--- config.mk ---
export PLATFORM = sky130hd
export DESIGN_NAME = frameWriteDma
export DESIGN_NICKNAME = d
export VERILOG_FILES = /design/src/videoTxPkg.sv /design/src/frameWriteDma.sv
export SDC_FILE = /design/constraint.sdc
export NUM_CORES = 1
export LEC_CHECK = 0
export ABC_AREA = 1
export BUFFER_PORTS_ARGS = -buffer_cell sky130_fd_sc_hd__buf_4
export CELL_PAD_IN_SITES_DETAIL_PLACEMENT = 1
export CELL_PAD_IN_SITES_GLOBAL_PLACEMENT = 1
export CORE_UTILIZATION = 32
export CTS_CLUSTER_DIAMETER = 30
export DETAILED_ROUTE_END_ITERATION = 10
export PLACE_DENSITY = 0.85
export SYNTH_ARGS = -nofsm -noshare
export SYNTH_HDL_FRONTEND = slang
export SYNTH_SLANG_ARGS = --single-unit
export TNS_END_PERCENT = 10
--- constraint.sdc ---
create_clock -name iSysClk -period 2.3 [get_ports iSysClk]
set_input_delay 0 -clock iSysClk [delete_from_list [all_inputs] [get_ports iSysClk]]
set_output_delay 0 -clock iSysClk [all_outputs]
set_load 0.01 [all_outputs]
--- src/videoTxPkg.sv ---
// video transmitter shared definitions
// bus and register map constants, reset defaults, and the structs between blocks
`default_nettype none

package videoTxPkg;

	// ------------------------------------------------
	// bus and memory geometry
	// ------------------------------------------------
	localparam logic [7:0] blockAdrsMap = 8'h04;	// block select in adrs[23:16]
	localparam int busAdrsW  = 24;
	localparam int hDisplayW = 11;
	localparam int vDisplayW = 11;
	localparam int porchW    = 7;	// horizontal porch and pulse
	localparam int vPorchW   = 5;	// vertical porch and pulse
	localparam int memAdrsW  = 12;	// 4096 word frame buffer
	localparam int pixelW    = 16;
	localparam int fifoDepth = 4;

	// counter to sync output latency, frameStart leads activePixel by syncDelay-1
	localparam int syncDelay = 6;

	// ------------------------------------------------
	// reset defaults
	// ------------------------------------------------
	localparam logic [hDisplayW-1:0] hDisplayDef = 16;
	localparam logic [porchW-1:0]    hFrontDef   = 2;
	localparam logic [porchW-1:0]    hPulseDef   = 3;
	localparam logic [porchW-1:0]    hBackDef    = 4;
	localparam logic [vDisplayW-1:0] vDisplayDef = 8;
	localparam logic [vPorchW-1:0]   vFrontDef   = 1;
	localparam logic [vPorchW-1:0]   vPulseDef   = 2;
	localparam logic [vPorchW-1:0]   vBackDef    = 1;
	localparam logic [memAdrsW-1:0]  dmaWLenDef  = 128;
	localparam logic [memAdrsW-1:0]  dmaRLenDef  = 128;

	// ------------------------------------------------
	// register offsets inside the block
	// ------------------------------------------------
	localparam logic [15:0] ofsDisplay   = 16'h0000;
	localparam logic [15:0] ofsBack      = 16'h0004;
	localparam logic [15:0] ofsFront     = 16'h0008;
	localparam logic [15:0] ofsPulse     = 16'h000c;
	localparam logic [15:0] ofsCtrl      = 16'h0010;
	localparam logic [15:0] ofsDuty      = 16'h0014;
	localparam logic [15:0] ofsWAdrs     = 16'h0018;
	localparam logic [15:0] ofsRAdrs     = 16'h001c;
	localparam logic [15:0] ofsWLen      = 16'h0020;
	localparam logic [15:0] ofsRLen      = 16'h0024;
	localparam logic [15:0] ofsStatus    = 16'h0028;
	localparam logic [15:0] ofsSyncStart = 16'h0080;
	localparam logic [15:0] ofsSyncEnd   = 16'h0084;
	localparam logic [15:0] ofsSyncMax   = 16'h0088;

	typedef struct packed {
		logic [31:0]         wData;
		logic [busAdrsW-1:0] adrs;
		logic                wCke;
	} csrBus_t;

	typedef struct packed {
		logic [15:0] v;
		logic [15:0] h;
	} halfPair_t;

	typedef struct packed {
		logic [27:0] spare;
		logic        dmaEn;
		logic        displayRst;
		logic        videoRst;
		logic        systemRst;
	} ctrlFlags_t;

	// one CSR word, seen as a v/h pair or as control flags
	typedef union packed {
		halfPair_t  halfPair;
		ctrlFlags_t ctrlFlags;
	} csrWord_u;

	typedef struct packed {
		logic [hDisplayW-1:0] hDisplay;
		logic [vDisplayW-1:0] vDisplay;
		logic [hDisplayW:0]   hSyncStart;
		logic [hDisplayW:0]   hSyncEnd;
		logic [hDisplayW:0]   hSyncMax;
		logic [vDisplayW:0]   vSyncStart;
		logic [vDisplayW:0]   vSyncEnd;
		logic [vDisplayW:0]   vSyncMax;
	} videoTiming_t;

	typedef struct packed {
		logic                dmaEn;
		logic [memAdrsW-1:0] wAdrs;
		logic [memAdrsW-1:0] rAdrs;
		logic [memAdrsW-1:0] wLen;
		logic [memAdrsW-1:0] rLen;
	} dmaCfg_t;

	typedef struct packed {
		logic                req;
		logic                we;
		logic [memAdrsW-1:0] adrs;
		logic [pixelW-1:0]   wData;
	} memReq_t;

	typedef struct packed {
		logic hSync;
		logic vSync;
		logic active;
	} syncFlags_t;

endpackage

`default_nettype wire
--- src/frameWriteDma.sv ---
// frame buffer write DMA
// stores strobed input pixels into a circular window of the frame buffer
`timescale 1ns/1ps
`default_nettype none

module frameWriteDma (
	input  logic                              iSysClk,
	input  logic                              reset,
	input  logic                              softRst,
	input  videoTxPkg::dmaCfg_t               dmaCfg,
	input  logic [videoTxPkg::pixelW-1:0]     pixelIn,
	input  logic                              pixelInValid,
	output videoTxPkg::memReq_t               memReq
);
	import videoTxPkg::*;

	logic                rst;
	logic                strobe;
	logic [memAdrsW-1:0] wrOfs;

	assign rst    = reset | softRst;
	assign strobe = dmaCfg.dmaEn & pixelInValid;

	always_ff @(posedge iSysClk)
	begin
		if (rst)
		begin
			memReq.req <= 1'b0;
			wrOfs      <= '0;
		end
		else
		begin
			memReq.req <= strobe;	// one cycle write per strobe
			if (strobe)
				wrOfs <= (wrOfs == dmaCfg.wLen - 1'b1) ? '0 : wrOfs + 1'b1;
		end
		memReq.we    <= 1'b1;
		memReq.adrs  <= dmaCfg.wAdrs + wrOfs;
		memReq.wData <= pixelIn;
	end

endmodule

`default_nettype wire

* Word level (Yosys, flattened, before mapping) *
Cells that the tools add are included.

operators by class
  $add $sub $neg = 3
  equality and inequality tests = 1
  mux-type cells = 1
  bitwise operators = 2

operators by type and width
  operator                 count
  $add A12 B1 Y12 const B  1
  $add A12 B12 Y12         1
  $eq A12 B12 Y1           1
  $mux W12                 1
  $sub A12 B1 Y12 const B  1
  $and A1 B1 Y1            1
  $or A1 B1 Y1             1

storage, ports and cells
  flip-flop bits (word level) = 41
  input port bits = 69
  output and inout bits = 30
  word-level logic and storage cells = 11

* Logic depth before layout (Yosys ltp) *
Gate-level depths: netlist of the first run.

  depth after elaboration = 3
  depth in mapped cells = 15

* Worst setup path before layout of the first run *
OpenSTA, ideal clock, no wires.

  path kind = flip-flop to flip-flop
  start = register wrOfs[0]
  end = register memReq[24] (netlist name)
  arrival time = 1,526 ps
  data required time = 2,228 ps
  setup slack = 703 ps
  stages on the path, launching flop included = 7
  path buffers = 0
  period minus slack after synthesis = 1,597 ps
  cells stage by stage = dfxtp_1 ha_1 fa_1 nand3_1 nand2_1 a211oi_1 xor2_1

on the way
  cells in the longest elaborated chain, start to end = 1

RTL lines
  element                 line                 RTL
  from (decl)             frameWriteDma.sv:19  logic [memAdrsW-1:0] wrOfs;
  from (signal assigned)  frameWriteDma.sv:35  wrOfs <= (wrOfs == dmaCfg.wLen - 1'b1) ? '0 : wrOfs + 1'b1;
  $add A12 B12 Y12        frameWriteDma.sv:38  memReq.adrs <= dmaCfg.wAdrs + wrOfs;
  to (decl)               frameWriteDma.sv:13  output videoTxPkg::memReq_t memReq

Every way passes these cells.
A chain may end at the register's enable or synchronous reset.

* Worst setup path in the final report of the first run *
  start = register wrOfs[2]
  end = register memReq[25] (netlist name)

The elaborated chain is that of the path after synthesis.

==> results of run 1 <==
## power by group through the flow
| stage | sequential (mW) | combinational [mW] | clock [mW] |
|---|---|---|---|
| after floorplan | 0.779 | 0.0870 | 0 |
| after global placement | 0.763 | 0.220 | 0 |
| after detailed placement | 0.765 | 0.230 | 0 |
| after CTS | 0.748 | 0.259 | 0.728 |
| after global routing | 0.752 | 0.284 | 0.761 |
| final | 0.750 | 0.258 | 0.706 |
## cells by family after synthesis
kind of cell | Yosys count | share of synthesized area, %
compound gates | 20 | 5.10
fa+ha+maj | 14 | 8.46
other cells | 1 | 0.174
simple gates | 147 | 30.3
flops | 41 | 38.0
xor+xnor | 26 | 10.6
buf+inv | 39 | 7.36
## routing by layer
layer | global-route usage [%] | up-vias | wire length, um
li1 | - | 1094 | -
met1 | 19.4 | 985 | 2520
met2 | 37.2 | 59 | 3390
met3 | 5.84 | 7 | 347
met4 | 3.45 | 0 | 57
met5 | 0 | - | 0
## registers in the layout, indices dropped and copies added, names as in the netlist
register	count
memReq	29
wrOfs	12
## cell type report
| type | instances | area, um2 | area share, % |
|---|---|---|---|
| clock inverter | 3 | 68.8 | 2.21 |
| timing repair buffer | 93 | 748 | 24.0 |
| sequential | 41 | 821 | 26.3 |
| inverter | 36 | 135 | 4.34 |
| tap | 77 | 96.3 | 3.09 |
| clock buffer | 5 | 68.8 | 2.21 |
| multi-input combinational | 208 | 1180 | 37.8 |
## worst paths after layout
check	endpoint	slack [ns]	depth (start not counted)
setup / recovery	memReq[25]$_DFF_P_	0.29	7
hold / removal	memReq[27]$_DFF_P_	0.04	3
setup reg to reg	memReq[25]$_DFF_P_	0.29	7
hold reg to reg	wrOfs[1]$_SDFFE_PP0P_	0.60	2
## cells in the final DEF, fill, tap and decap left out
cell type,count
buf_4,73
nand3_1,21
xnor2_1,5
nand4_1,6
nor2_2,4
conb_1,1
o21ai_0,6
inv_1,35
bufinv_16,2
xor2_1,21
ha_1,13
inv_2,1
nand2_1,73
nor3_1,1
dfxtp_1,41
nor3_2,2
nor2_4,3
dlygate4sd3_1,20
nand3_2,1
nand3b_1,1
nand2_2,2
o21bai_1,2
fa_1,1
nor2_1,33
a211oi_1,1
a21oi_1,10
a21o_1,1
inv_6,1
clkbuf_8,5
## worst register-to-register path, cell delays in order, from the launching register on
cell     delay [ns]
dfxtp_1        0.36
ha_1           0.38
nand3_1        0.09
nand2_1        0.15
a21oi_1        0.12
o21ai_0        0.42
a21oi_1        0.20
xor2_1         0.18
## metrics by stage
stage,power (mW),setup WS (ns)
finish,1.71,0.290
CTS,1.73,0.273
detailed placement,0.995,0.358
global route,1.80,0.161
floorplan,0.866,0.703
global placement,0.984,0.538
## what timing repair did
item / in CTS / in global routing
endpoints found under the hold margin: 20 / 0
hold buffers: 20 / 0
setup buffers: 0 / 0
==> impl_results.md, run 1 <==
- Capturing element type of the critical path: flip-flop
- Maximum count of clock buffers along a single path: 2
- Cells taking the most area after synthesis: dfxtp_1 (38%), nand2_1 (13%), xor2_1 (8.5%)
- Status: complete, but fails checks
- Largest net degree at the start of global routing: 15
- Global-route wire length before repair: 10500 um
- Gr usage total: 18.8%
- Antenna Violating Nets Remaining: 0
- Post-route cell area: 3120 um2
- Leakage power total: approximately 1.5 nW
- Post-synth top area cell: dfxtp_1
- Fraction of power spent switching nets: 23.3%
- Clock network fraction of design power: 41.2%
- Origin of the worst min-delay path: dmaCfg[47]
- Peak ir drop on the vdd network: 0.000266 V
- Source of the critical timing path: wrOfs[2]$_SDFFE_PP0P_
- Mean routed wirelength per cell: roughly 14 um
- TritonCTS clock tree: built
- Tightest Pin Transition: approximately 0.48 ns
- Clk_skew: 0.0113 ns
- Worst Setup Start Kind: flip-flop
- Final total negative setup slack: 0 ns
- Die extent in y: 84.1 um
- Class of the tightest hold or removal check: input port to flip-flop
- Register area share after synthesis: 38.0%
- DRT Wirelength: 6310 um
- Fmax: 497 MHz
- Filler cell count in the final layout: 794
- Worst flop-to-flop path startpoint: wrOfs[2]$_SDFFE_PP0P_
- Worst-path cell chain: ha_1 > nand3_1 > nand2_1 > a21oi_1 > o21ai_0 > a21oi_1 > xor2_1
- Highest-delay cell along the critical path: o21ai_0
- Endpoints failing setup: 0
- Cells after Synth: approximately 290
- Cell variety after synth: 27
- Sequential group share of total power: 43.8%
- Switch Pwr: 0.399 mW
- Biggest fanout along the worst timing path: 5
- Part of the power in combinational logic: 15.1%
- Number of max-capacitance violations reported: 0
- Shortest period the worst path allows: between 2 and 2.5 ns
- Number of buffers and inverters on the critical path: 0
- Post-synth net total: between 300 and 400
- Number of H-tree branching levels: 2
- Via density per instance: between 4 and 5
- DIE WIDTH: 84.1 um
- Number of synthesized register bits: 41
- Worst hold slack: just under 0.04 ns
- Number of slew-limit violations in the final report: 0
- Worst slew margin relative to its limit: 67.4%
- Detailed-router iteration count before antenna repair: 7
- Filler-free cell count of the finished design: between 400 and 500
- Vias after detailed routing: 2145
- Sum of net half-perimeters after detailed placement: approximately 4600 um
- Initial core utilization: 33.6%
- Cells after DPL: 435
- Most used cell, CP: a21oi_1
- Final core area utilization: about half
- Worst Setup Path Type: flip-flop to flip-flop
- Share of the synthesized area in the top cell type: a little under two fifths
- TritonCTS sink count: 41
- Yosys warning total: 0
- Post-synthesis instance area: around 2200 um2
- Clock-pin slew on the worst setup and hold paths: roughly 0.09 ns
- Detailed-route DRC error count: 20
- Number of synthesized flops with an enable pin: 0
- Crit path required time: 2.48 ns
- Die ar.: a little over 7000 um2
- Share of the clock period used by the worst path: 87.4%
- Number of top-level pins: 99
- Internal power of the cells: 1.31 mW
- Antenna cell count: 0
- Power density over the cells: 550 nW/um2
- Number of resized instances in the post-cts repair step: 0
- Delay-heaviest family, CP: compound AO/OA/AOI/OAI gates
- Global placement routability congestion: 0.815
- Avg Synthesized Cell Area: 7.49 um2
- Violations in the final reports: design-rule violations
- Dominant synthesized flop cell: dfxtp_1
- Number of hold violations in the final report: 0
- Area Overhead vs Synth: 44.4%
- Vias in the first global route: 2343
- CTS Root Cell: clkbuf_8
- Number of core rows: 29
- Most frequent cell after synthesis: nand2_1
- Fraction of registers with async set/reset: 0%
- Most used standard cells in the synthesized netlist: nand2_1 (73), dfxtp_1 (41), inv_1 (35)
- TritonCTS Buffers: 5
- Number of DRC markers in iteration 0: 51
- Crit-path max cell delay: 0.42 ns
- Overall overflow remaining after global route: 0
- WP data arrival: 2.19 ns
- Share of cells above drive strength 1: 24.4%
- Fin nets: approximately 470
- RSZ-0062 raised after global routing: false
- Core Area: 6420 um2
- Count of buffers from port buffering: between 70 and 80
- Initial antenna violation count: 0
- Standard cell area after detailed placement: 2780 um2
- Clock latency on the worst-skew pair: 0.30 ns
Note: power is estimated with default switching activity, not from simulation.
==> inputs of run 2 (changes only) <==
==> constraint.sdc (replaced) <==
create_clock -name iSysClk -period 2 [get_ports iSysClk]
set_input_delay 0 -clock iSysClk [delete_from_list [all_inputs] [get_ports iSysClk]]
set_output_delay 0 -clock iSysClk [all_outputs]
set_load 0.01 [all_outputs]
==> run 2 against run 1 <==
Against the previous run: the flow still finishes with violations (design-rule violations); critical path depth fell by 1; combinational power increased by 15%; routed wire length increased by 2.5%; worst hold slack better by 0.040 ns; cell area shrank 0.40%; power increased by 9.2%; register-to-register slack lost 0.11 ns.
==> impl_results.md, run 2 (synthesized netlist as in run 1, its figures left out) <==
- Status: complete, but fails checks
- Violations in the final reports: design-rule violations
- Antenna Violating Nets Remaining: 0 (unchanged)
- Filler cell count in the final layout: 780 (-1.8%)
- Number of top-level pins: 99 (unchanged)
- Core Area: 6420 um2 (unchanged)
- Final total negative setup slack: 0 ns (unchanged)
- Number of flip-flops under the largest register name: 29 (unchanged)
- Worst-path cell chain: ha_1 > a21oi_1 > nand2_1 > nand2_1 > nand4_1 > xor2_1
- TritonCTS clock tree: built
- Slack of the worst reg-to-reg path: 0.18 ns (-0.11 ns)
- Peak ir drop on the vdd network: 0.000257 V (-3.4%)
- Initial core utilization: 33.6% (unchanged)
- Detailed-router iteration count before antenna repair: 7 (unchanged)
- Class of the tightest hold or removal check: input port to flip-flop
- Standard cell area after detailed placement: 2780 um2 (unchanged)
- Shortest period the worst path allows: 1.82 ns (-0.191 ns)
- Crit path required time: 2.19 ns (-0.29 ns)
- Crit-path max cell delay: 0.52 ns (+0.10 ns)
- Multi-input combinational cell area: 1180 um2 (+0.32%)
- Via density per instance: 4.72 (+1.8%)
- Worst Setup Start Kind: flip-flop
- Number of core rows: 29 (unchanged)
- Leading registers by flop count: memReq x29, wrOfs x12
- Clock latency on the worst-skew pair: 0.30 ns (about the same)
- Die ar.: 7080 um2 (unchanged)
- Gr usage total: 19.0% (+0.16 points)
- WP data arrival: 2.01 ns (-0.18 ns)
- Area Overhead vs Synth: 43.8%
- Share of cells above drive strength 1: 24.9% (+0.52 points)
- Antenna cell count: 0 (unchanged)
- Detailed-route DRC error count: 21 (+5.0%)
- Largest net degree at the start of global routing: 14 (-1)
- Maximum count of clock buffers along a single path: 2 (unchanged)
- TritonCTS sink count: 41 (unchanged)
- Worst Setup Path Type: flip-flop to flip-flop
- Capturing element type of the critical path: flip-flop
- Minimum setup slack after placement: 0.175 ns (-0.182 ns)
- Initial antenna violation count: 0 (unchanged)
- Min setup slack post-route: 0.181 ns (-0.109 ns)
- Fin nets: 468 (unchanged)
- Global placement routability congestion: 0.852 (+4.5%)
- TritonCTS Buffers: 5 (unchanged)
- Overall overflow remaining after global route: 0 (unchanged)
- Post-route cell area: 3100 um2 (-0.40%)
- Number of buffers inserted to repair setup after CTS: 0 (unchanged)
- Clk_skew: 0.00347 ns (-0.00785 ns)
- Fmax: 550 MHz (+11%)
- Number of hold violations in the final report: 0 (unchanged)
- DIE WIDTH: 84.1 um (unchanged)
- Share of the clock period used by the worst path: 90.9% (+3.5 points)
- Termination of the worst setup path: memReq[27]$_DFF_P_
- Final core area utilization: 48.3% (-0.19 points)
- DRT Wirelength: 6470 um (+2.5%)
- Mean routed wirelength per cell: 14.0 um (+2.5%)
- Source of the critical timing path: wrOfs[6]$_SDFFE_PP0P_
- Count of buffers from port buffering: 73 (unchanged)
- Leakage power total: 1.53 nW (-0.67%)
- Endpoints failing setup: 0 (unchanged)
- Number of slew-limit violations in the final report: 0 (unchanged)
- Power density over the cells: 603 nW/um2 (+9.6%)
- RSZ-0062 raised after global routing: false
- Worst hold slack: 0.0794 ns (+0.0399 ns)
- Endpoint of the most critical register-to-register path: memReq[27]$_DFF_P_
- Worst flop-to-flop path startpoint: wrOfs[6]$_SDFFE_PP0P_
- Biggest fanout along the worst timing path: 6 (+1)
- Number of H-tree branching levels: 2 (unchanged)
- Sum of net half-perimeters after detailed placement: 4800 um (+3.8%)
- Number of DRC markers in iteration 0: 62 (+22%)
- Clock-pin slew on the worst setup and hold paths: 0.08 ns (about the same)
- Most used cell, CP: nand2_1
- Register with the highest flop count: memReq
- Vias after detailed routing: 2184 (+1.8%)
- Sequential cell area in the final layout: 822 um2 (+0.15%)
- Vias in the first global route: 2307 (-1.5%)
- CTS Root Cell: clkbuf_8
- Most used cells in the layout excluding fill and tap cells: nand2_1 (73), buf_4 (73), dfxtp_1 (40), inv_1 (35), nor2_1 (33)
- Die extent in y: 84.1 um (unchanged)
- Highest-delay cell along the critical path: dfxtp_1
- Number of max-capacitance violations reported: 0 (unchanged)
- Global-route wire length before repair: 10600 um (+0.72%)
- Worst-case reg-to-reg path depth: 6 (-1)
## run 2: worst max-delay path: cells and delay by family, from the launching register on
family | cells | cell delay, ns
simple gates | 3 | 0.37
compound gates | 1 | 0.26
flops | 1 | 0.52
xor+xnor | 1 | 0.19
fa+ha+maj | 1 | 0.37
## run 2: power breakdown
group          total (mW)  leakage [nW]  switching, mW  internal (mW)
sequential          0.861         0.342         0.0116          0.849
combinational       0.296          1.13          0.137          0.159
clock               0.713        0.0574          0.308          0.406
total                1.87          1.53          0.457           1.41
## run 2: how the worst min path moves through the flow
stage / startpoint / endpoint / depth (start not counted)
2_1_floorplan: pixelIn[0] / memReq[0]$_DFF_P_ / 0
3_3_place_gp: pixelIn[5] / memReq[5]$_DFF_P_ / 1
3_5_place_dp: pixelIn[9] / memReq[9]$_DFF_P_ / 1
4_1_cts: dmaCfg[47] / memReq[27]$_DFF_P_ / 3
5_1_grt: dmaCfg[47] / memReq[27]$_DFF_P_ / 3
6_report: dmaCfg[47] / memReq[27]$_DFF_P_ / 3
## run 2: repair_timing
action | in CTS | in global routing
hold buffers | 20 | 0
setup endpoints to repair | 0 | 1
hold endpoints to repair | 20 | 0
resized for setup | 0 | 3
## run 2: layer usage
layer | global-route usage, % | wire length, um | up-vias
met5 | 0 | 0 | -
met4 | 7.05 | 110 | 0
met3 | 4.25 | 351 | 10
met2 | 37.6 | 3540 | 61
met1 | 19.1 | 2470 | 1020
li1 | - | - | 1093
## run 2: through the flow
stage | cells | total power [mW]
6_report | 463 | 1.87
5_1_grt | 463 | 1.94
4_1_cts | 463 | 1.88
3_5_place_dp | 435 | 1.14
3_3_place_gp | 435 | 1.13
2_1_floorplan | 288 | 0.996
## run 2: layout make-up
cell class              count  share of cell area, %
repair buffers             93                   24.1
clock buffers               6                   2.66
multi-input cells         208                   38.1
well taps                  77                   3.10
clock inverters             2                   1.21
flip-flops and latches     41                   26.5
inverters                  36                   4.35
