### src/videoTxPkg.sv
// video transmitter shared definitions
// bus and register map constants, reset defaults, and the structs between blocks
`default_nettype none

package videoTxPkg;

	// ------------------------------------------------
	// bus and memory geometry
	// ------------------------------------------------
	localparam logic [7:0] blockAdrsMap = 8'h04;	// block select in adrs[23:16]
	localparam int busAdrsW  = 24;
	localparam int hDisplayW = 11;
	localparam int vDisplayW = 11;
	localparam int porchW    = 7;	// horizontal porch and pulse
	localparam int vPorchW   = 5;	// vertical porch and pulse
	localparam int memAdrsW  = 12;	// 4096 word frame buffer
	localparam int pixelW    = 16;
	localparam int fifoDepth = 4;

	// counter to sync output latency, frameStart leads activePixel by syncDelay-1
	localparam int syncDelay = 6;

	// ------------------------------------------------
	// reset defaults
	// ------------------------------------------------
	localparam logic [hDisplayW-1:0] hDisplayDef = 16;
	localparam logic [porchW-1:0]    hFrontDef   = 2;
	localparam logic [porchW-1:0]    hPulseDef   = 3;
	localparam logic [porchW-1:0]    hBackDef    = 4;
	localparam logic [vDisplayW-1:0] vDisplayDef = 8;
	localparam logic [vPorchW-1:0]   vFrontDef   = 1;
	localparam logic [vPorchW-1:0]   vPulseDef   = 2;
	localparam logic [vPorchW-1:0]   vBackDef    = 1;
	localparam logic [memAdrsW-1:0]  dmaWLenDef  = 128;
	localparam logic [memAdrsW-1:0]  dmaRLenDef  = 128;

	// ------------------------------------------------
	// register offsets inside the block
	// ------------------------------------------------
	localparam logic [15:0] ofsDisplay   = 16'h0000;
	localparam logic [15:0] ofsBack      = 16'h0004;
	localparam logic [15:0] ofsFront     = 16'h0008;
	localparam logic [15:0] ofsPulse     = 16'h000c;
	localparam logic [15:0] ofsCtrl      = 16'h0010;
	localparam logic [15:0] ofsDuty      = 16'h0014;
	localparam logic [15:0] ofsWAdrs     = 16'h0018;
	localparam logic [15:0] ofsRAdrs     = 16'h001c;
	localparam logic [15:0] ofsWLen      = 16'h0020;
	localparam logic [15:0] ofsRLen      = 16'h0024;
	localparam logic [15:0] ofsStatus    = 16'h0028;
	localparam logic [15:0] ofsSyncStart = 16'h0080;
	localparam logic [15:0] ofsSyncEnd   = 16'h0084;
	localparam logic [15:0] ofsSyncMax   = 16'h0088;

	typedef struct packed {
		logic [31:0]         wData;
		logic [busAdrsW-1:0] adrs;
		logic                wCke;
	} csrBus_t;

	typedef struct packed {
		logic [15:0] v;
		logic [15:0] h;
	} halfPair_t;

	typedef struct packed {
		logic [27:0] spare;
		logic        dmaEn;
		logic        displayRst;
		logic        videoRst;
		logic        systemRst;
	} ctrlFlags_t;

	// one CSR word, seen as a v/h pair or as control flags
	typedef union packed {
		halfPair_t  halfPair;
		ctrlFlags_t ctrlFlags;
	} csrWord_u;

	typedef struct packed {
		logic [hDisplayW-1:0] hDisplay;
		logic [vDisplayW-1:0] vDisplay;
		logic [hDisplayW:0]   hSyncStart;
		logic [hDisplayW:0]   hSyncEnd;
		logic [hDisplayW:0]   hSyncMax;
		logic [vDisplayW:0]   vSyncStart;
		logic [vDisplayW:0]   vSyncEnd;
		logic [vDisplayW:0]   vSyncMax;
	} videoTiming_t;

	typedef struct packed {
		logic                dmaEn;
		logic [memAdrsW-1:0] wAdrs;
		logic [memAdrsW-1:0] rAdrs;
		logic [memAdrsW-1:0] wLen;
		logic [memAdrsW-1:0] rLen;
	} dmaCfg_t;

	typedef struct packed {
		logic                req;
		logic                we;
		logic [memAdrsW-1:0] adrs;
		logic [pixelW-1:0]   wData;
	} memReq_t;

	typedef struct packed {
		logic hSync;
		logic vSync;
		logic active;
	} syncFlags_t;

endpackage

`default_nettype wire
### src/frameReadDma.sv
// frame buffer read DMA
// prefetches pixels into a small FIFO and hands one out per active pixel
`timescale 1ns/1ps
`default_nettype none

module frameReadDma (
	input  logic                          iSysClk,
	input  logic                          reset,
	input  logic                          softRst,
	input  videoTxPkg::dmaCfg_t           dmaCfg,
	input  logic                          frameStart,
	input  logic                          activePixel,
	output videoTxPkg::memReq_t           memReq,
	input  logic                          grant,
	input  logic [videoTxPkg::pixelW-1:0] rData,
	output logic [videoTxPkg::pixelW-1:0] pixelOut,
	output logic                          pixelOutValid,
	output logic                          underrunSet
);
	import videoTxPkg::*;

	logic                           rst;
	logic [memAdrsW-1:0]            rdOfs;
	logic                           gotData;	// rData holds a granted word
	logic [$clog2(fifoDepth)-1:0]   wrPtr;
	logic [$clog2(fifoDepth)-1:0]   rdPtr;
	logic [$clog2(fifoDepth):0]     count;
	logic [pixelW-1:0]              fifoMem [fifoDepth];
	logic                           push;
	logic                           pop;
	logic                           empty;
	logic                           reqNow;

	assign rst         = reset | softRst;
	assign empty       = count == '0;
	assign pop         = activePixel & ~empty;
	assign push        = gotData & ~frameStart;	// words in flight at restart are dropped
	assign underrunSet = activePixel & empty;
	assign reqNow      = dmaCfg.dmaEn & ~frameStart & ((count + gotData) < fifoDepth);
	assign memReq      = '{req: reqNow, we: 1'b0, adrs: dmaCfg.rAdrs + rdOfs, wData: '0};

	always_ff @(posedge iSysClk)
	begin
		if (rst || frameStart)
		begin
			rdOfs   <= '0;
			gotData <= 1'b0;
			wrPtr   <= '0;
			rdPtr   <= '0;
			count   <= '0;
		end
		else
		begin
			gotData <= grant;
			if (grant)
				rdOfs <= (rdOfs == dmaCfg.rLen - 1'b1) ? '0 : rdOfs + 1'b1;
			if (push)
				wrPtr <= wrPtr + 1'b1;
			if (pop)
				rdPtr <= rdPtr + 1'b1;
			count <= count + push - pop;
		end
	end

	always_ff @(posedge iSysClk)
	begin
		if (push)
			fifoMem[wrPtr] <= rData;
	end

	// ------------------------------------------------
	// pixel output, zero on underrun
	// ------------------------------------------------
	always_ff @(posedge iSysClk)
	begin
		if (rst)
			pixelOutValid <= 1'b0;
		else
			pixelOutValid <= activePixel;
		pixelOut <= empty ? '0 : fifoMem[rdPtr];
	end

endmodule

`default_nettype wire

### config.mk
export PLATFORM = sky130hd
export DESIGN_NAME = frameReadDma
export DESIGN_NICKNAME = d
export VERILOG_FILES = /design/src/videoTxPkg.sv /design/src/frameReadDma.sv
export SDC_FILE = /design/constraint.sdc
export NUM_CORES = 1
export LEC_CHECK = 0
export ABC_AREA = 1
export BUFFER_PORTS_ARGS = -buffer_cell sky130_fd_sc_hd__buf_2
export CELL_PAD_IN_SITES_DETAIL_PLACEMENT = 0
export CELL_PAD_IN_SITES_GLOBAL_PLACEMENT = 1
export CORE_UTILIZATION = 23
export CTS_BUF_LIST = sky130_fd_sc_hd__clkbuf_4 sky130_fd_sc_hd__clkbuf_8
export DETAILED_ROUTE_END_ITERATION = 8
export PLACE_DENSITY = 0.51
export SLEW_MARGIN = 20
export SYNTH_ARGS = -nofsm -noshare
export SYNTH_HDL_FRONTEND = slang
export SYNTH_SLANG_ARGS = --single-unit
### constraint.sdc
create_clock -name iSysClk -period 2.8 [get_ports iSysClk]
set_input_delay 0.14 -clock iSysClk [delete_from_list [all_inputs] [get_ports iSysClk]]
set_output_delay 0.14 -clock iSysClk [all_outputs]
set_load 0.005 [all_outputs]
=== Word-level counts from Yosys, hierarchy flattened ===
Memory sizes are Yosys's and may differ from the RTL's. A register that Yosys moved wholly into a read port is not among the register bits.
Cells that the tools add are included.

* Add/sub/neg operators: 8
* Order comparisons: 1
* Equality and inequality tests: 1
* Mux-type cells: 3
* Bitwise operators: 8
* Reductions and logical operators: 2

{| class="wikitable"
|+ Operators by type and width
! kind !! number
|-
| 12-bit by 1-bit adder with 12-bit output, second input constant || 1
|-
| 12-bit adder || 1
|-
| 12-bit equality test || 1
|-
| 12-bit two-way mux || 1
|-
| 12-bit by 1-bit subtractor with 12-bit output, second input constant || 1
|-
| 1-bit AND || 5
|-
| 2-bit by 1-bit adder with 2-bit output, second input constant || 2
|-
| 3-bit by 1-bit adder with 4-bit output || 1
|-
| 4-bit by 3-bit less-than comparator with 1-bit output, second input constant || 1
|-
| 3-bit by 1-bit adder with 3-bit output || 1
|-
| 3-bit zero test || 1
|-
| 3-bit by 1-bit subtractor with 3-bit output || 1
|-
| 1-bit two-way mux || 2
|-
| 1-bit NOT || 2
|-
| 1-bit logical OR || 1
|-
| 1-bit OR || 1
|}

* Register bits after elaboration: 21
* Memory bits (writable): 64
* Output and inout port bits: 48
* Memories kept: 1

{| class="wikitable"
|+ Memory list
! memory !! depth !! width !! read ports !! clocked after memory_dff !! wr ports !! RTL line !! RTL
|-
| fifoMem || 4 || 16 || 1 || 1 || 1 || frameReadDma.sv:28 || <nowiki>logic [pixelW-1:0] fifoMem [fifoDepth];</nowiki>
|}

=== Depth between registers and ports, before layout ===
Gate-level depths: netlist (run 1).

* Depth after elaboration: 4
* Mapped depth: 14

=== Least setup slack after synthesis (run 1) ===
OpenSTA, ideal clock, no wires.

* Kind: reg2reg
* From: register count[1]
* To: register count[2]
* Data arrival time: 1.864 ns
* Required time: 2.684 ns
* Slack: 0.820 ns
* Stages on the path, launching flop included: 9
* Cells stage by stage: dfxtp_1 > nor3_2 > nor2_1 > ha_1 > inv_1 > ha_1 > fa_1 > xor2_1 > nor2_1

* Word-level cells in the longest chain between the ends: 4

{| class="wikitable"
|+ Ends and longest elaborated chain
! element !! RTL line !! RTL
|-
| from (decl) || frameReadDma.sv:27 || <nowiki>logic [$clog2(fifoDepth):0] count;</nowiki>
|-
| from (signal assigned) || frameReadDma.sv:61 || <nowiki>count <= count + push - pop;</nowiki>
|-
| 3-bit zero test || frameReadDma.sv:35 || <nowiki>assign empty = count == '0;</nowiki>
|-
| 1-bit NOT || frameReadDma.sv:36 || <nowiki>assign pop = activePixel & ~empty;</nowiki>
|-
| 1-bit AND || frameReadDma.sv:36 ||
|-
| named net pop || frameReadDma.sv:30 || <nowiki>logic pop;</nowiki>
|-
| 3-bit by 1-bit subtractor with 3-bit output || frameReadDma.sv:61 ||
|}

The timed path passes the listed nets, and every way through them passes these cells.
A chain may end at the register's enable or synchronous reset.

==> results of run 1 <==
## what timing repair did
action,4_1_cts,5_1_grt
hold buffers,18,0
hold endpoints to repair,65,0
setup endpoints to repair,0,0
## cell type report
class	count	area [um^2]
clock buffers	9	124
clock inverters	7	80.1
fillers	2237	15100
inverters	49	184
multi-input cells	369	1950
flip-flops and latches	101	2660
well taps	275	344
repair buffers	102	618
## stage by stage
stage | area, um^2 | setup WS (ps) | hold slack, ps | total power, mW | utilization [%]
after global placement | 5580 | 771 | 319 | 1.78 | 26.5
final | 5960 | 347 | 112 | 2.71 | 28.4
after detailed placement | 5580 | 767 | 324 | 1.79 | 26.5
after global routing | 5960 | 113 | 114 | 2.84 | 28.4
after CTS | 5960 | 309 | 84.5 | 2.76 | 28.4
after floorplan | 4990 | 820 | 217 | 1.73 | -
## synth_stat cells
cell and instances:
sky130_fd_sc_hd__dfxtp_1 37, sky130_fd_sc_hd__ha_1 20, sky130_fd_sc_hd__nor4_1 1, sky130_fd_sc_hd__o21ai_0 38
sky130_fd_sc_hd__nand2_2 4, sky130_fd_sc_hd__nand2_1 79, sky130_fd_sc_hd__nor2_1 96, sky130_fd_sc_hd__a21o_1 1
sky130_fd_sc_hd__xor2_1 18, sky130_fd_sc_hd__nor3_1 3, sky130_fd_sc_hd__clkbuf_1 8, sky130_fd_sc_hd__clkinv_1 1
sky130_fd_sc_hd__o21ai_1 3, sky130_fd_sc_hd__buf_2 3, sky130_fd_sc_hd__a211oi_1 1, sky130_fd_sc_hd__xnor2_1 10
sky130_fd_sc_hd__conb_1 1, sky130_fd_sc_hd__inv_1 44, sky130_fd_sc_hd__nor2_2 16, sky130_fd_sc_hd__nand3_1 21
sky130_fd_sc_hd__nor3_4 1, sky130_fd_sc_hd__nand4_1 3, sky130_fd_sc_hd__nor3_2 2, sky130_fd_sc_hd__edfxtp_1 64
sky130_fd_sc_hd__buf_4 18, sky130_fd_sc_hd__o2111ai_1 1, sky130_fd_sc_hd__fa_1 2, sky130_fd_sc_hd__inv_2 4
sky130_fd_sc_hd__a21oi_1 32, sky130_fd_sc_hd__buf_6 1
## registers in the layout, summed over array words and instances (netlist names)
signal	flops
rdOfs	12
count	3
pixelOutValid	1
rdPtr	2
gotData	1
pixelOut	16
fifoMem	64
wrPtr	2
## cell usage in the layout (no fill, tap or decap)
master and instances:
sky130_fd_sc_hd__nor2_1 96, sky130_fd_sc_hd__nand2_1 79, sky130_fd_sc_hd__buf_2 77, sky130_fd_sc_hd__edfxtp_1 64
sky130_fd_sc_hd__inv_1 44, sky130_fd_sc_hd__o21ai_0 38, sky130_fd_sc_hd__dfxtp_1 37, sky130_fd_sc_hd__a21oi_1 32
sky130_fd_sc_hd__nand3_1 21, sky130_fd_sc_hd__ha_1 20, sky130_fd_sc_hd__xor2_1 18, sky130_fd_sc_hd__dlygate4sd3_1 18
sky130_fd_sc_hd__conb_1 17, sky130_fd_sc_hd__nor2_2 16, sky130_fd_sc_hd__xnor2_1 10, sky130_fd_sc_hd__clkbuf_8 9
sky130_fd_sc_hd__buf_4 7, sky130_fd_sc_hd__inv_2 4, sky130_fd_sc_hd__nand2_2 4, sky130_fd_sc_hd__o21ai_1 3
sky130_fd_sc_hd__nand4_1 3, sky130_fd_sc_hd__nor3_1 3, sky130_fd_sc_hd__nor3_2 2, sky130_fd_sc_hd__fa_1 2
sky130_fd_sc_hd__clkinv_8 2, sky130_fd_sc_hd__inv_8 2, sky130_fd_sc_hd__a211oi_1 1, sky130_fd_sc_hd__a21o_1 1
sky130_fd_sc_hd__o2111ai_1 1, sky130_fd_sc_hd__nor4_1 1, sky130_fd_sc_hd__clkinv_1 1, sky130_fd_sc_hd__nor3_4 1
sky130_fd_sc_hd__inv_6 1, sky130_fd_sc_hd__clkinvlp_4 1, sky130_fd_sc_hd__clkinv_4 1
## cells by family (layout without fill, tap and decap cells)
family,Yosys count,in the layout,synth area share (%)
compound gates,76,76,7.89
xor+xnor,28,28,4.97
fa+ha+maj,22,22,5.89
buf+inv,79,167,7.61
flops,101,101,54.0
other cells,1,17,0.0761
simple gates,226,226,19.5
## where the power goes
part | switching, mW | internal (mW)
sequential | 0.00279 | 1.58
clock | 0.580 | 0.355
combinational | 0.102 | 0.0815
## per-layer routing
metal | vias up | routed length (um) | GRT usage [%]
met3 | 8 | 439 | 2.76
met4 | 0 | 104 | 2.68
li1 | 1908 | - | -
met1 | 1667 | 5310 | 13.4
met2 | 81 | 5390 | 18.7
met5 | - | 0 | 0
## final timing paths
| path | cells past startpoint | start | endpoint |
|---|---|---|---|
| max reg2reg | 8 | count[1] | count[2] |
| min reg2reg | 2 | wrPtr[0] | wrPtr[0] |
| max | 9 | rdOfs[2] | memReq[27] |
| min | 4 | frameStart | wrPtr[0] |
## worst max-delay path, delay by kind of cell, from the launching register on
kind / cells / cell delay, ps
compound gates: 4 / 710
flops: 1 / 460
fa+ha+maj: 1 / 350
simple gates: 2 / 160
xor+xnor: 1 / 140
buf+inv: 1 / 130
==> insert_results.sql, run 1 <==
INSERT INTO impl_metrics (metric_group, metric, value, unit) VALUES
('clocking', 'h-tree-depth', '3', ''),
('clocking', 'clock_latency_at_the_later_pin_of_the_worst_skew_pair', '380', 'ps'),
('global_route', 'global_route_wire_length_before_repair', '18300', 'um'),
('clocking', 'clockBufferDepth', '2', ''),
('run_status', 'outcome', 'finished clean', ''),
('critical_path', 'timing.critical_path.to_type', 'primary output', ''),
('detailed_routing', 'finalWirelength', '11200', 'um'),
('critical_path', 'timing.critical_path.required', '2660', 'ps'),
('critical_path', 'setup.worst_path.class', 'reg -> out', ''),
('global_route', 'initial_antenna_violation_count', '0', ''),
('placed_design', 'placedCellCount', '878', ''),
('die', 'num_io_pins', '119', ''),
('clocking', 'cts_sinks', '101', ''),
('logic_synthesis', 'ys_seq_elements', '101', ''),
('layout', 'layout-drive-gt1-share', '19.9', '%'),
('clocking', 'cts.root.buffer_cell', 'sky130_fd_sc_hd__clkbuf_8', ''),
('clocking', 'numCtsBuffers', '9', ''),
('placed_design', 'numPortBuffers', '77', ''),
('layout', 'insertedDiodeCount', '0', ''),
('sta', 'timing.clock.skew', '11.3', 'ps'),
('logic_synthesis', 'post-synth-top-area-fraction', '39.0', '%'),
('critical_path', 'start_kind', 'flip-flop', ''),
('sta', 'worst_margin_slew', '763', 'ps'),
('sta', 'grt_setup_unrepaired', 'false', ''),
('sta', 'timing.final.hold_violations', '0', ''),
('logic_synthesis', 'yosysWarnings', '0', ''),
('global_route', 'grt_start_max_net_pins', '33', ''),
('sta', 'max_clock_freq', '408', 'MHz'),
('detailed_routing', 'dr.pass1.iters', '4', ''),
('critical_path', 'crit_fanout', '6', ''),
('logic_synthesis', 'postSynthCellCount', '533', ''),
('sta', 'timing.slew.headroom', '48.7', '%'),
('die', 'standard_cell_row_count', '53', ''),
('detailed_routing', 'route.detailed.wl_per_inst', '12.3', 'um'),
('clocking', 'post_cts_resize_count', '0', ''),
('clocking', 'clk_pin_slew', '110', 'ps'),
('flow_run', 'max_cap_violations', '0', ''),
('critical_path', 'crit_path_max_incr_delay', '460', 'ps'),
('clocking', 'tritoncts_clock_tree', 'built', ''),
('power', 'vdd_drop_max', '0.199', 'mV'),
('global_route', 'groute.usage.overall', '10.8', '%'),
('die', 'total_die_area', '22000', 'um^2'),
('sta', 'min_period', '2450', 'ps'),
('logic_synthesis', 'synth.area.top_cells', 'sky130_fd_sc_hd__edfxtp_1 39%, sky130_fd_sc_hd__dfxtp_1 15%, sky130_fd_sc_hd__nor2_1 7.3%', ''),
('die', 'core_region_area', '21000', 'um^2'),
('die', 'floorplan.initialDensity', '23.5', '%'),
('clocking', 'post_cts_buffers', '0', ''),
('sta', 'setup_viol', '0', ''),
('logic_synthesis', 'synth_cell_type_count', '30', ''),
('layout', 'syn2layout_area_growth', '21.0', '%'),
('hold_path', 'hp-class', 'in -> reg', ''),
('detailed_routing', 'ant_nets', '0', ''),
('detailed_routing', 'initialDrtViolationCount', '130', ''),
('placed_design', 'gpl_wtd_cong', '0.744', ''),
('power', 'power_per_cell_area', '454', 'nW/um^2'),
('die', 'die_w', '148', 'um'),
('logic_synthesis', 'synthesis.area_per_instance', '9.25', 'um^2'),
('sta', 'period_share', '87.6', '%'),
('global_route', 'grt.overflow.total', '0', ''),
('sta', 'setup_tns', '0', 'ps'),
('logic_synthesis', 'seq_area_frac_synth', '54.0', '%'),
('critical_path', 'cp.arrival', '2310', 'ps'),
('die', 'die_h', '148', 'um'),
('detailed_routing', 'vias', '3664', ''),
('critical_path', 'critical-path-slowest-cell', 'sky130_fd_sc_hd__dfxtp_1', ''),
('detailed_routing', 'route.detailed.drc', '0', ''),
('logic_synthesis', 'synth_area', '4930', 'um^2'),
('sta', 'timing.final.max_slew_violations', '0', ''),
('power', 'total_leakage_power', '2.46', 'nW'),
('critical_path', 'crit_chain', 'ha_1 -> a21oi_1 -> o21ai_1 -> a21oi_1 -> o21ai_1 -> nand2_1 -> nand2_1 -> xor2_1 -> buf_2', ''),
('logic_synthesis', 'post-synth-top-area-cell', 'sky130_fd_sc_hd__edfxtp_1', ''),
('detailed_routing', 'route.detailed.vias_per_inst', '4.02', ''),
('critical_path', 'regToRegSetupSlack', '920', 'ps'),
('global_route', 'first_global_vias', '3614', ''),
('layout', 'post_layout_nonfiller_instances', '912', ''),
('layout', 'fin_nets', '725', ''),
('placed_design', 'detailed_place_hpwl', '7820', 'um');
Power figures use the tool's default switching activity.
==> run 2: changes to the inputs <==
- CORE_UTILIZATION: 23 -> 42
- PLACE_DENSITY: 0.51 -> 0.83
- RECOVER_POWER: unset -> 25
==> run 2 against run 1 <==
  * Clock power up 1%
  * Clock-buffer cell count unchanged
  * Global-route usage up 5.6 points
  * Hold slack worse by 27 ps
  * Non-clock buffer count down 5
  * Critical endpoint unchanged
  * Total power about the same
  * Utilization up 22 points
  * Sequential power about the same
  * Maximum frequency up 2.7%
  * Flip-flop and latch count unchanged
  * Via count up 0.87%
==> insert_results.sql, run 2 (same netlist as run 1, synthesis figures left out) <==
INSERT INTO impl_metrics (metric_group, metric, value, unit) VALUES
('die', 'total_die_area', '12200', 'um^2'),
('hold_path', 'hp-class', 'in -> reg', ''),
('layout', 'largest_reg_flops', '64', ''),
('detailed_routing', 'route.detailed.drc', '0', ''),
('global_route', 'grt.overflow.total', '0', ''),
('power', 'power_per_cell_area', '472', 'nW/um^2'),
('critical_path', 'crit_fanout', '6', ''),
('detailed_routing', 'route.detailed.wl_per_inst', '13.0', 'um'),
('sta', 'timing.hold.ws', '84.4', 'ps'),
('critical_path', 'critical-path-slowest-cell', 'sky130_fd_sc_hd__dfxtp_1', ''),
('detailed_routing', 'dr.pass1.iters', '4', ''),
('detailed_routing', 'route.detailed.vias_per_inst', '4.77', ''),
('placed_design', 'place_area', '5420', 'um^2'),
('die', 'core_region_area', '11400', 'um^2'),
('detailed_routing', 'finalWirelength', '10100', 'um'),
('sta', 'timing.clock.skew', '10.1', 'ps'),
('layout', 'final_common_cell', 'sky130_fd_sc_hd__nor2_1', ''),
('die', 'die_w', '110', 'um'),
('power', 'post-layout-total-power', '2.71', 'mW'),
('layout', 'biggestRegsByFlops', 'fifoMem x64, pixelOut x16, rdOfs x12', ''),
('sta', 'timing.final.max_slew_violations', '0', ''),
('sta', 'grt_setup_unrepaired', 'false', ''),
('clocking', 'post_cts_buffers', '0', ''),
('clocking', 'clockBufferDepth', '2', ''),
('global_route', 'initial_antenna_violation_count', '0', ''),
('critical_path', 'crit_chain', 'ha_1 -> a21oi_1 -> o21ai_1 -> a21oi_1 -> o21ai_1 -> nand2_1 -> nand2_1 -> xor2_1 -> buf_2', ''),
('clocking', 'clk_pin_slew', '100', 'ps'),
('detailed_routing', 'initialDrtViolationCount', '219', ''),
('sta', 'period_share', '85.3', '%'),
('clocking', 'cts.root.buffer_cell', 'sky130_fd_sc_hd__clkbuf_8', ''),
('power', 'total_leakage_power', '2.41', 'nW'),
('sta', 'setup_tns', '0', 'ps'),
('detailed_routing', 'ant_nets', '0', ''),
('power', 'vdd_drop_max', '0.323', 'mV'),
('clocking', 'cts_hold_buf', '13', ''),
('critical_path', 'regToRegSetupSlack', '870', 'ps'),
('layout', 'final_cell_mix', '96 x sky130_fd_sc_hd__nor2_1, 79 x sky130_fd_sc_hd__nand2_1, 64 x sky130_fd_sc_hd__edfxtp_1, 64 x sky130_fd_sc_hd__buf_2, 44 x sky130_fd_sc_hd__inv_1', ''),
('global_route', 'global_route_wire_length_before_repair', '15200', 'um'),
('clocking', 'clock_latency_at_the_later_pin_of_the_worst_skew_pair', '350', 'ps'),
('placed_design', 'gpl_wtd_cong', '0.857', ''),
('critical_path', 'timing.critical_path.to_type', 'primary output', ''),
('critical_path', 'setup.worst_path.class', 'reg -> out', ''),
('critical_path', 'cp.arrival', '2250', 'ps'),
('global_route', 'groute.usage.overall', '16.4', '%'),
('clocking', 'numCtsBuffers', '9', ''),
('sta', 'max_clock_freq', '419', 'MHz'),
('layout', 'layout-drive-gt1-share', '18.0', '%'),
('clocking', 'h-tree-depth', '3', ''),
('die', 'num_io_pins', '119', ''),
('clocking', 'cts_sinks', '101', ''),
('layout', 'syn2layout_area_growth', '16.4', '%'),
('flow_run', 'max_cap_violations', '0', ''),
('global_route', 'grt_start_max_net_pins', '37', ''),
('placed_design', 'detailed_place_hpwl', '7110', 'um'),
('layout', 'top_register', 'fifoMem', ''),
('die', 'floorplan.initialDensity', '43.2', '%'),
('sta', 'timing.final.hold_violations', '0', ''),
('sta', 'timing.slew.headroom', '52.2', '%'),
('critical_path', 'timing.critical_path.required', '2660', 'ps'),
('die', 'standard_cell_row_count', '39', ''),
('detailed_routing', 'vias', '3696', ''),
('die', 'die_h', '110', 'um'),
('critical_path', 'start_kind', 'flip-flop', ''),
('sta', 'min_period', '2390', 'ps'),
('layout', 'fin_nets', '720', ''),
('layout', 'post-route-cell-area', '5740', 'um^2'),
('global_route', 'first_global_vias', '3252', ''),
('critical_path', 'crit_path_max_incr_delay', '460', 'ps'),
('sta', 'setup_viol', '0', ''),
('sta', 'worst_margin_slew', '711', 'ps'),
('run_status', 'outcome', 'finished clean', ''),
('clocking', 'post_cts_resize_count', '0', ''),
('placed_design', 'numPortBuffers', '77', ''),
('clocking', 'tritoncts_clock_tree', 'built', ''),
('layout', 'insertedDiodeCount', '0', ''),
('layout', 'finalCoreUtilization', '50.3', '%');
run 2: changes by cell type in the layout (fill, tap and decap cells not counted):
cell / before / now
sky130_fd_sc_hd__clkinv_8: 2 / 0
sky130_fd_sc_hd__dlygate4sd3_1: 18 / 13
sky130_fd_sc_hd__clkinv_4: 1 / 2
sky130_fd_sc_hd__inv_6: 1 / 2
sky130_fd_sc_hd__buf_2: 77 / 64
sky130_fd_sc_hd__clkbuf_1: 0 / 13
sky130_fd_sc_hd__bufinv_16: 0 / 1
sky130_fd_sc_hd__clkinvlp_4: 1 / 0
run 2: per-layer routing:
layer | up-vias | routed length, um | track usage [%]
met4 | 0 | 97 | 4.70
met3 | 12 | 334 | 2.00
met5 | - | 0 | 0
met1 | 1701 | 4740 | 22.1
met2 | 83 | 4880 | 27.8
li1 | 1900 | - | -
run 2: worst max-delay path: cells and delay by family (launching register included):
kind            cells  cell delay (ps)
compound gates      4              670
xor+xnor            1              140
flops               1              460
fa+ha+maj           1              350
simple gates        2              160
buf+inv             1              120
run 2: area by class of cell:
cell class,instances,area [um^2]
inverter,49,184
timing repair buffer,97,552
fill,1059,5680
multi-input combinational,369,1950
clock buffer,9,124
clock inverter,7,87.6
tap,143,179
sequential,101,2660
run 2: worst paths after layout:
path / cells after the start / endpoint / startpoint
min reg2reg: 2 / wrPtr[0] / wrPtr[0]
max reg2reg: 8 / count[2] / count[1]
min: 1 / fifoMem[1][3] / rData[3]
max: 9 / memReq[27] / rdOfs[2]
run 2: through the flow:
stage          std cells  setup slack [ps]
6_report             775               413
5_1_grt              775               206
4_1_cts              775               400
3_5_place_dp         746               802
3_3_place_gp         746               817
2_1_floorplan        549               820
run 2: where the power goes:
part / switching (mW) / leakage, nW / internal [mW]
logic: 0.100 / 1.43 / 0.0745
registers: 0.00267 / 0.874 / 1.58
clock network: 0.511 / 0.108 / 0.435
==> run 3: changes to the inputs <==
- REMOVE_ABC_BUFFERS: unset -> 1
==> run 3 against run 2 <==
  * Via count down 0.19%
  * Utilization is 0.45 points higher
  * Sequential power about the same
  * Clock-buffer cell count is the same
  * Hold slack improved by 42 ps
  * Flip-flop and latch count did not move
  * Die area unchanged
  * Sequential share of layout area decreased by 0.41 points
  * First-iteration DRC count up 11%
  * Register-to-register slack about the same
  * Clock skew grew 6.6 ps
  * Final cell count rose by 0.65%
  * Largest power group unchanged
==> insert_results.sql, run 3 (same netlist as run 1, synthesis figures left out) <==
INSERT INTO impl_metrics (metric_group, metric, value, unit) VALUES
('detailed_routing', 'ant_nets', '0', ''),
('run_status', 'outcome', 'finished clean', ''),
('power', 'power_per_cell_area', '468', 'nW/um^2'),
('sta', 'setup_viol', '0', ''),
('hold_path', 'hp-start', 'frameStart', ''),
('detailed_routing', 'dr.pass1.iters', '4', ''),
('clocking', 'clk_pin_slew', '90', 'ps'),
('layout', 'top_register', 'fifoMem', ''),
('clocking', 'tritoncts_clock_tree', 'built', ''),
('placed_design', 'place_area', '5420', 'um^2'),
('power', 'vdd_drop_max', '0.226', 'mV'),
('detailed_routing', 'route.detailed.drc', '0', ''),
('critical_path', 'timing.critical_path.to_type', 'primary output', ''),
('global_route', 'grt_util_met2', '28.0', '%'),
('detailed_routing', 'initialDrtViolationCount', '243', ''),
('placed_design', 'gpl_wtd_cong', '0.855', ''),
('sta', 'timing.final.ws_setup', '397', 'ps'),
('die', 'standard_cell_row_count', '39', ''),
('clocking', 'numCtsBuffers', '9', ''),
('clocking', 'cts.root.buffer_cell', 'sky130_fd_sc_hd__clkbuf_8', ''),
('die', 'total_die_area', '12200', 'um^2'),
('layout', 'layout-drive-gt1-share', '17.9', '%'),
('critical_path', 'timing.critical_path.required', '2660', 'ps'),
('critical_path', 'cp.arrival', '2260', 'ps'),
('hold_path', 'hp-class', 'in -> reg', ''),
('critical_path', 'reg2reg_to', 'count[1]', ''),
('clocking', 'h-tree-depth', '3', ''),
('layout', 'post-route-cell-area', '5790', 'um^2'),
('global_route', 'first_global_vias', '3250', ''),
('hold_path', 'whs_path_depth', '4', ''),
('die', 'die_h', '110', 'um'),
('global_route', 'initial_antenna_violation_count', '0', ''),
('layout', 'largest_reg_flops', '64', ''),
('critical_path', 'crit_fanout', '6', ''),
('critical_path', 'start_kind', 'flip-flop', ''),
('global_route', 'grt_use_met3', '4.06', '%'),
('global_route', 'grt_most_used_layer', 'met2', ''),
('global_route', 'grt.overflow.total', '0', ''),
('sta', 'worst_margin_slew', '694', 'ps'),
('layout', 'footprint_of_the_multi_input_gates', '1950', 'um^2'),
('clocking', 'clockBufferDepth', '2', ''),
('hold_path', 'holdPathEnd', 'wrPtr[0]', ''),
('placed_design', 'numPortBuffers', '77', ''),
('layout', 'final_common_cell', 'sky130_fd_sc_hd__nor2_1', ''),
('layout', 'finalCoreUtilization', '50.7', '%'),
('sta', 'timing.final.max_slew_violations', '0', ''),
('sta', 'period_share', '85.8', '%'),
('clocking', 'clock_latency_at_the_later_pin_of_the_worst_skew_pair', '360', 'ps'),
('sta', 'timing.clock.skew', '16.8', 'ps'),
('global_route', 'groute.usage.overall', '16.1', '%'),
('clocking', 'cts_sinks', '101', ''),
('critical_path', 'critical_register_to_register_path_startpoint', 'count[0]', ''),
('placed_design', 'pre_cts_slack', '778', 'ps'),
('detailed_routing', 'finalWirelength', '9460', 'um'),
('sta', 'timing.final.hold_violations', '0', ''),
('die', 'floorplan.initialDensity', '43.2', '%'),
('critical_path', 'setup.worst_path.class', 'reg -> out', ''),
('layout', 'fin_nets', '725', ''),
('layout', 'number_of_filler_instances_in_the_final_layout', '1079', ''),
('critical_path', 'regToRegSetupSlack', '860', 'ps'),
('sta', 'timing.hold.ws', '127', 'ps'),
('die', 'core_region_area', '11400', 'um^2'),
('layout', 'seqCellArea', '2660', 'um^2'),
('global_route', 'grt_start_max_net_pins', '33', ''),
('critical_path', 'ff2ff_path_depth', '8', ''),
('detailed_routing', 'vias', '3689', ''),
('sta', 'max_clock_freq', '416', 'MHz'),
('layout', 'insertedDiodeCount', '0', ''),
('placed_design', 'detailed_place_hpwl', '6610', 'um'),
('detailed_routing', 'route.detailed.vias_per_inst', '4.73', ''),
('layout', 'final_cell_mix', '96 x sky130_fd_sc_hd__nor2_1, 79 x sky130_fd_sc_hd__nand2_1, 64 x sky130_fd_sc_hd__edfxtp_1, 64 x sky130_fd_sc_hd__buf_2, 44 x sky130_fd_sc_hd__inv_1', ''),
('die', 'num_io_pins', '119', ''),
('sta', 'setup_tns', '0', 'ps'),
('layout', 'biggestRegsByFlops', 'fifoMem x64, pixelOut x16, rdOfs x12', ''),
('sta', 'grt_setup_unrepaired', 'false', ''),
('die', 'die_w', '110', 'um'),
('flow_run', 'max_cap_violations', '0', ''),
('global_route', 'global_route_wire_length_before_repair', '14800', 'um'),
('global_route', 'met1_usage', '19.7', '%'),
('layout', 'syn2layout_area_growth', '17.5', '%'),
('clocking', 'post_cts_buffers', '0', ''),
('sta', 'timing.slew.headroom', '53.4', '%'),
('sta', 'min_period', '2400', 'ps'),
('detailed_routing', 'route.detailed.wl_per_inst', '12.1', 'um'),
('power', 'total_leakage_power', '2.43', 'nW');
==> run 3: cell types whose count changed in the layout (fill, tap and decap cells not counted), sizes merged <==
cell         before  now
clkinvlp          0    1
dlygate4sd3      13   18
inv              52   51
==> run 3: routing by layer <==
layer,share of wire [%],vias up
li1,-,1912
met4,1.2,0
met2,49,91
met3,5.1,10
met1,45,1676
met5,0,-
==> run 3: worst max path at each step <==
stage                     slack (ps)  cells past startpoint  startpoint          to
after floorplan                  510                      8    count[1]    count[2]
after global placement           800                      9    rdOfs[2]  memReq[27]
after detailed placement         780                      9    rdOfs[2]  memReq[27]
after CTS                        370                      9    rdOfs[2]  memReq[27]
after global routing             160                      9    rdOfs[2]  memReq[27]
final                            400                      9    rdOfs[2]  memReq[27]
==> run 3: cell type report <==
cell class,instances,area share (%)
Sequential cell,101,46.0
Multi-Input combinational cell,369,33.7
Timing Repair Buffer,102,10.4
Inverter,49,3.18
Tap cell,143,3.09
Clock buffer,9,2.14
Clock inverter,7,1.53
==> run 3: worst max-delay path, stage by stage (launching register included) <==
cell                      delay (ps)
sky130_fd_sc_hd__dfxtp_1         460
sky130_fd_sc_hd__ha_1            350
sky130_fd_sc_hd__a21oi_1         230
sky130_fd_sc_hd__o21ai_1          80
sky130_fd_sc_hd__a21oi_1         220
sky130_fd_sc_hd__o21ai_1         170
sky130_fd_sc_hd__nand2_1          90
sky130_fd_sc_hd__nand2_1          60
sky130_fd_sc_hd__xor2_1          140
sky130_fd_sc_hd__buf_2           120
==> run 3: per-stage QoR <==
step,std cells,power [mW]
floorplan,519,1.71
global placement,746,1.78
detailed placement,746,1.78
CTS,780,2.74
global route,780,2.82
finish,780,2.71
==> run 3: what timing repair did <==
| item | CTS | global route |
|---|---|---|
| hold buffers | 18 | 0 |
| gates resized for setup | 0 | 0 |
| hold endpoints to repair | 62 | 0 |
==> run 3: power by group <==
group / total [mW] / switching [mW] / internal (mW)
Sequential: 1.59 / 0.00261 / 1.58
Combinational: 0.178 / 0.0996 / 0.0788
Clock: 0.946 / 0.515 / 0.431
Total: 2.71 / 0.617 / 2.09
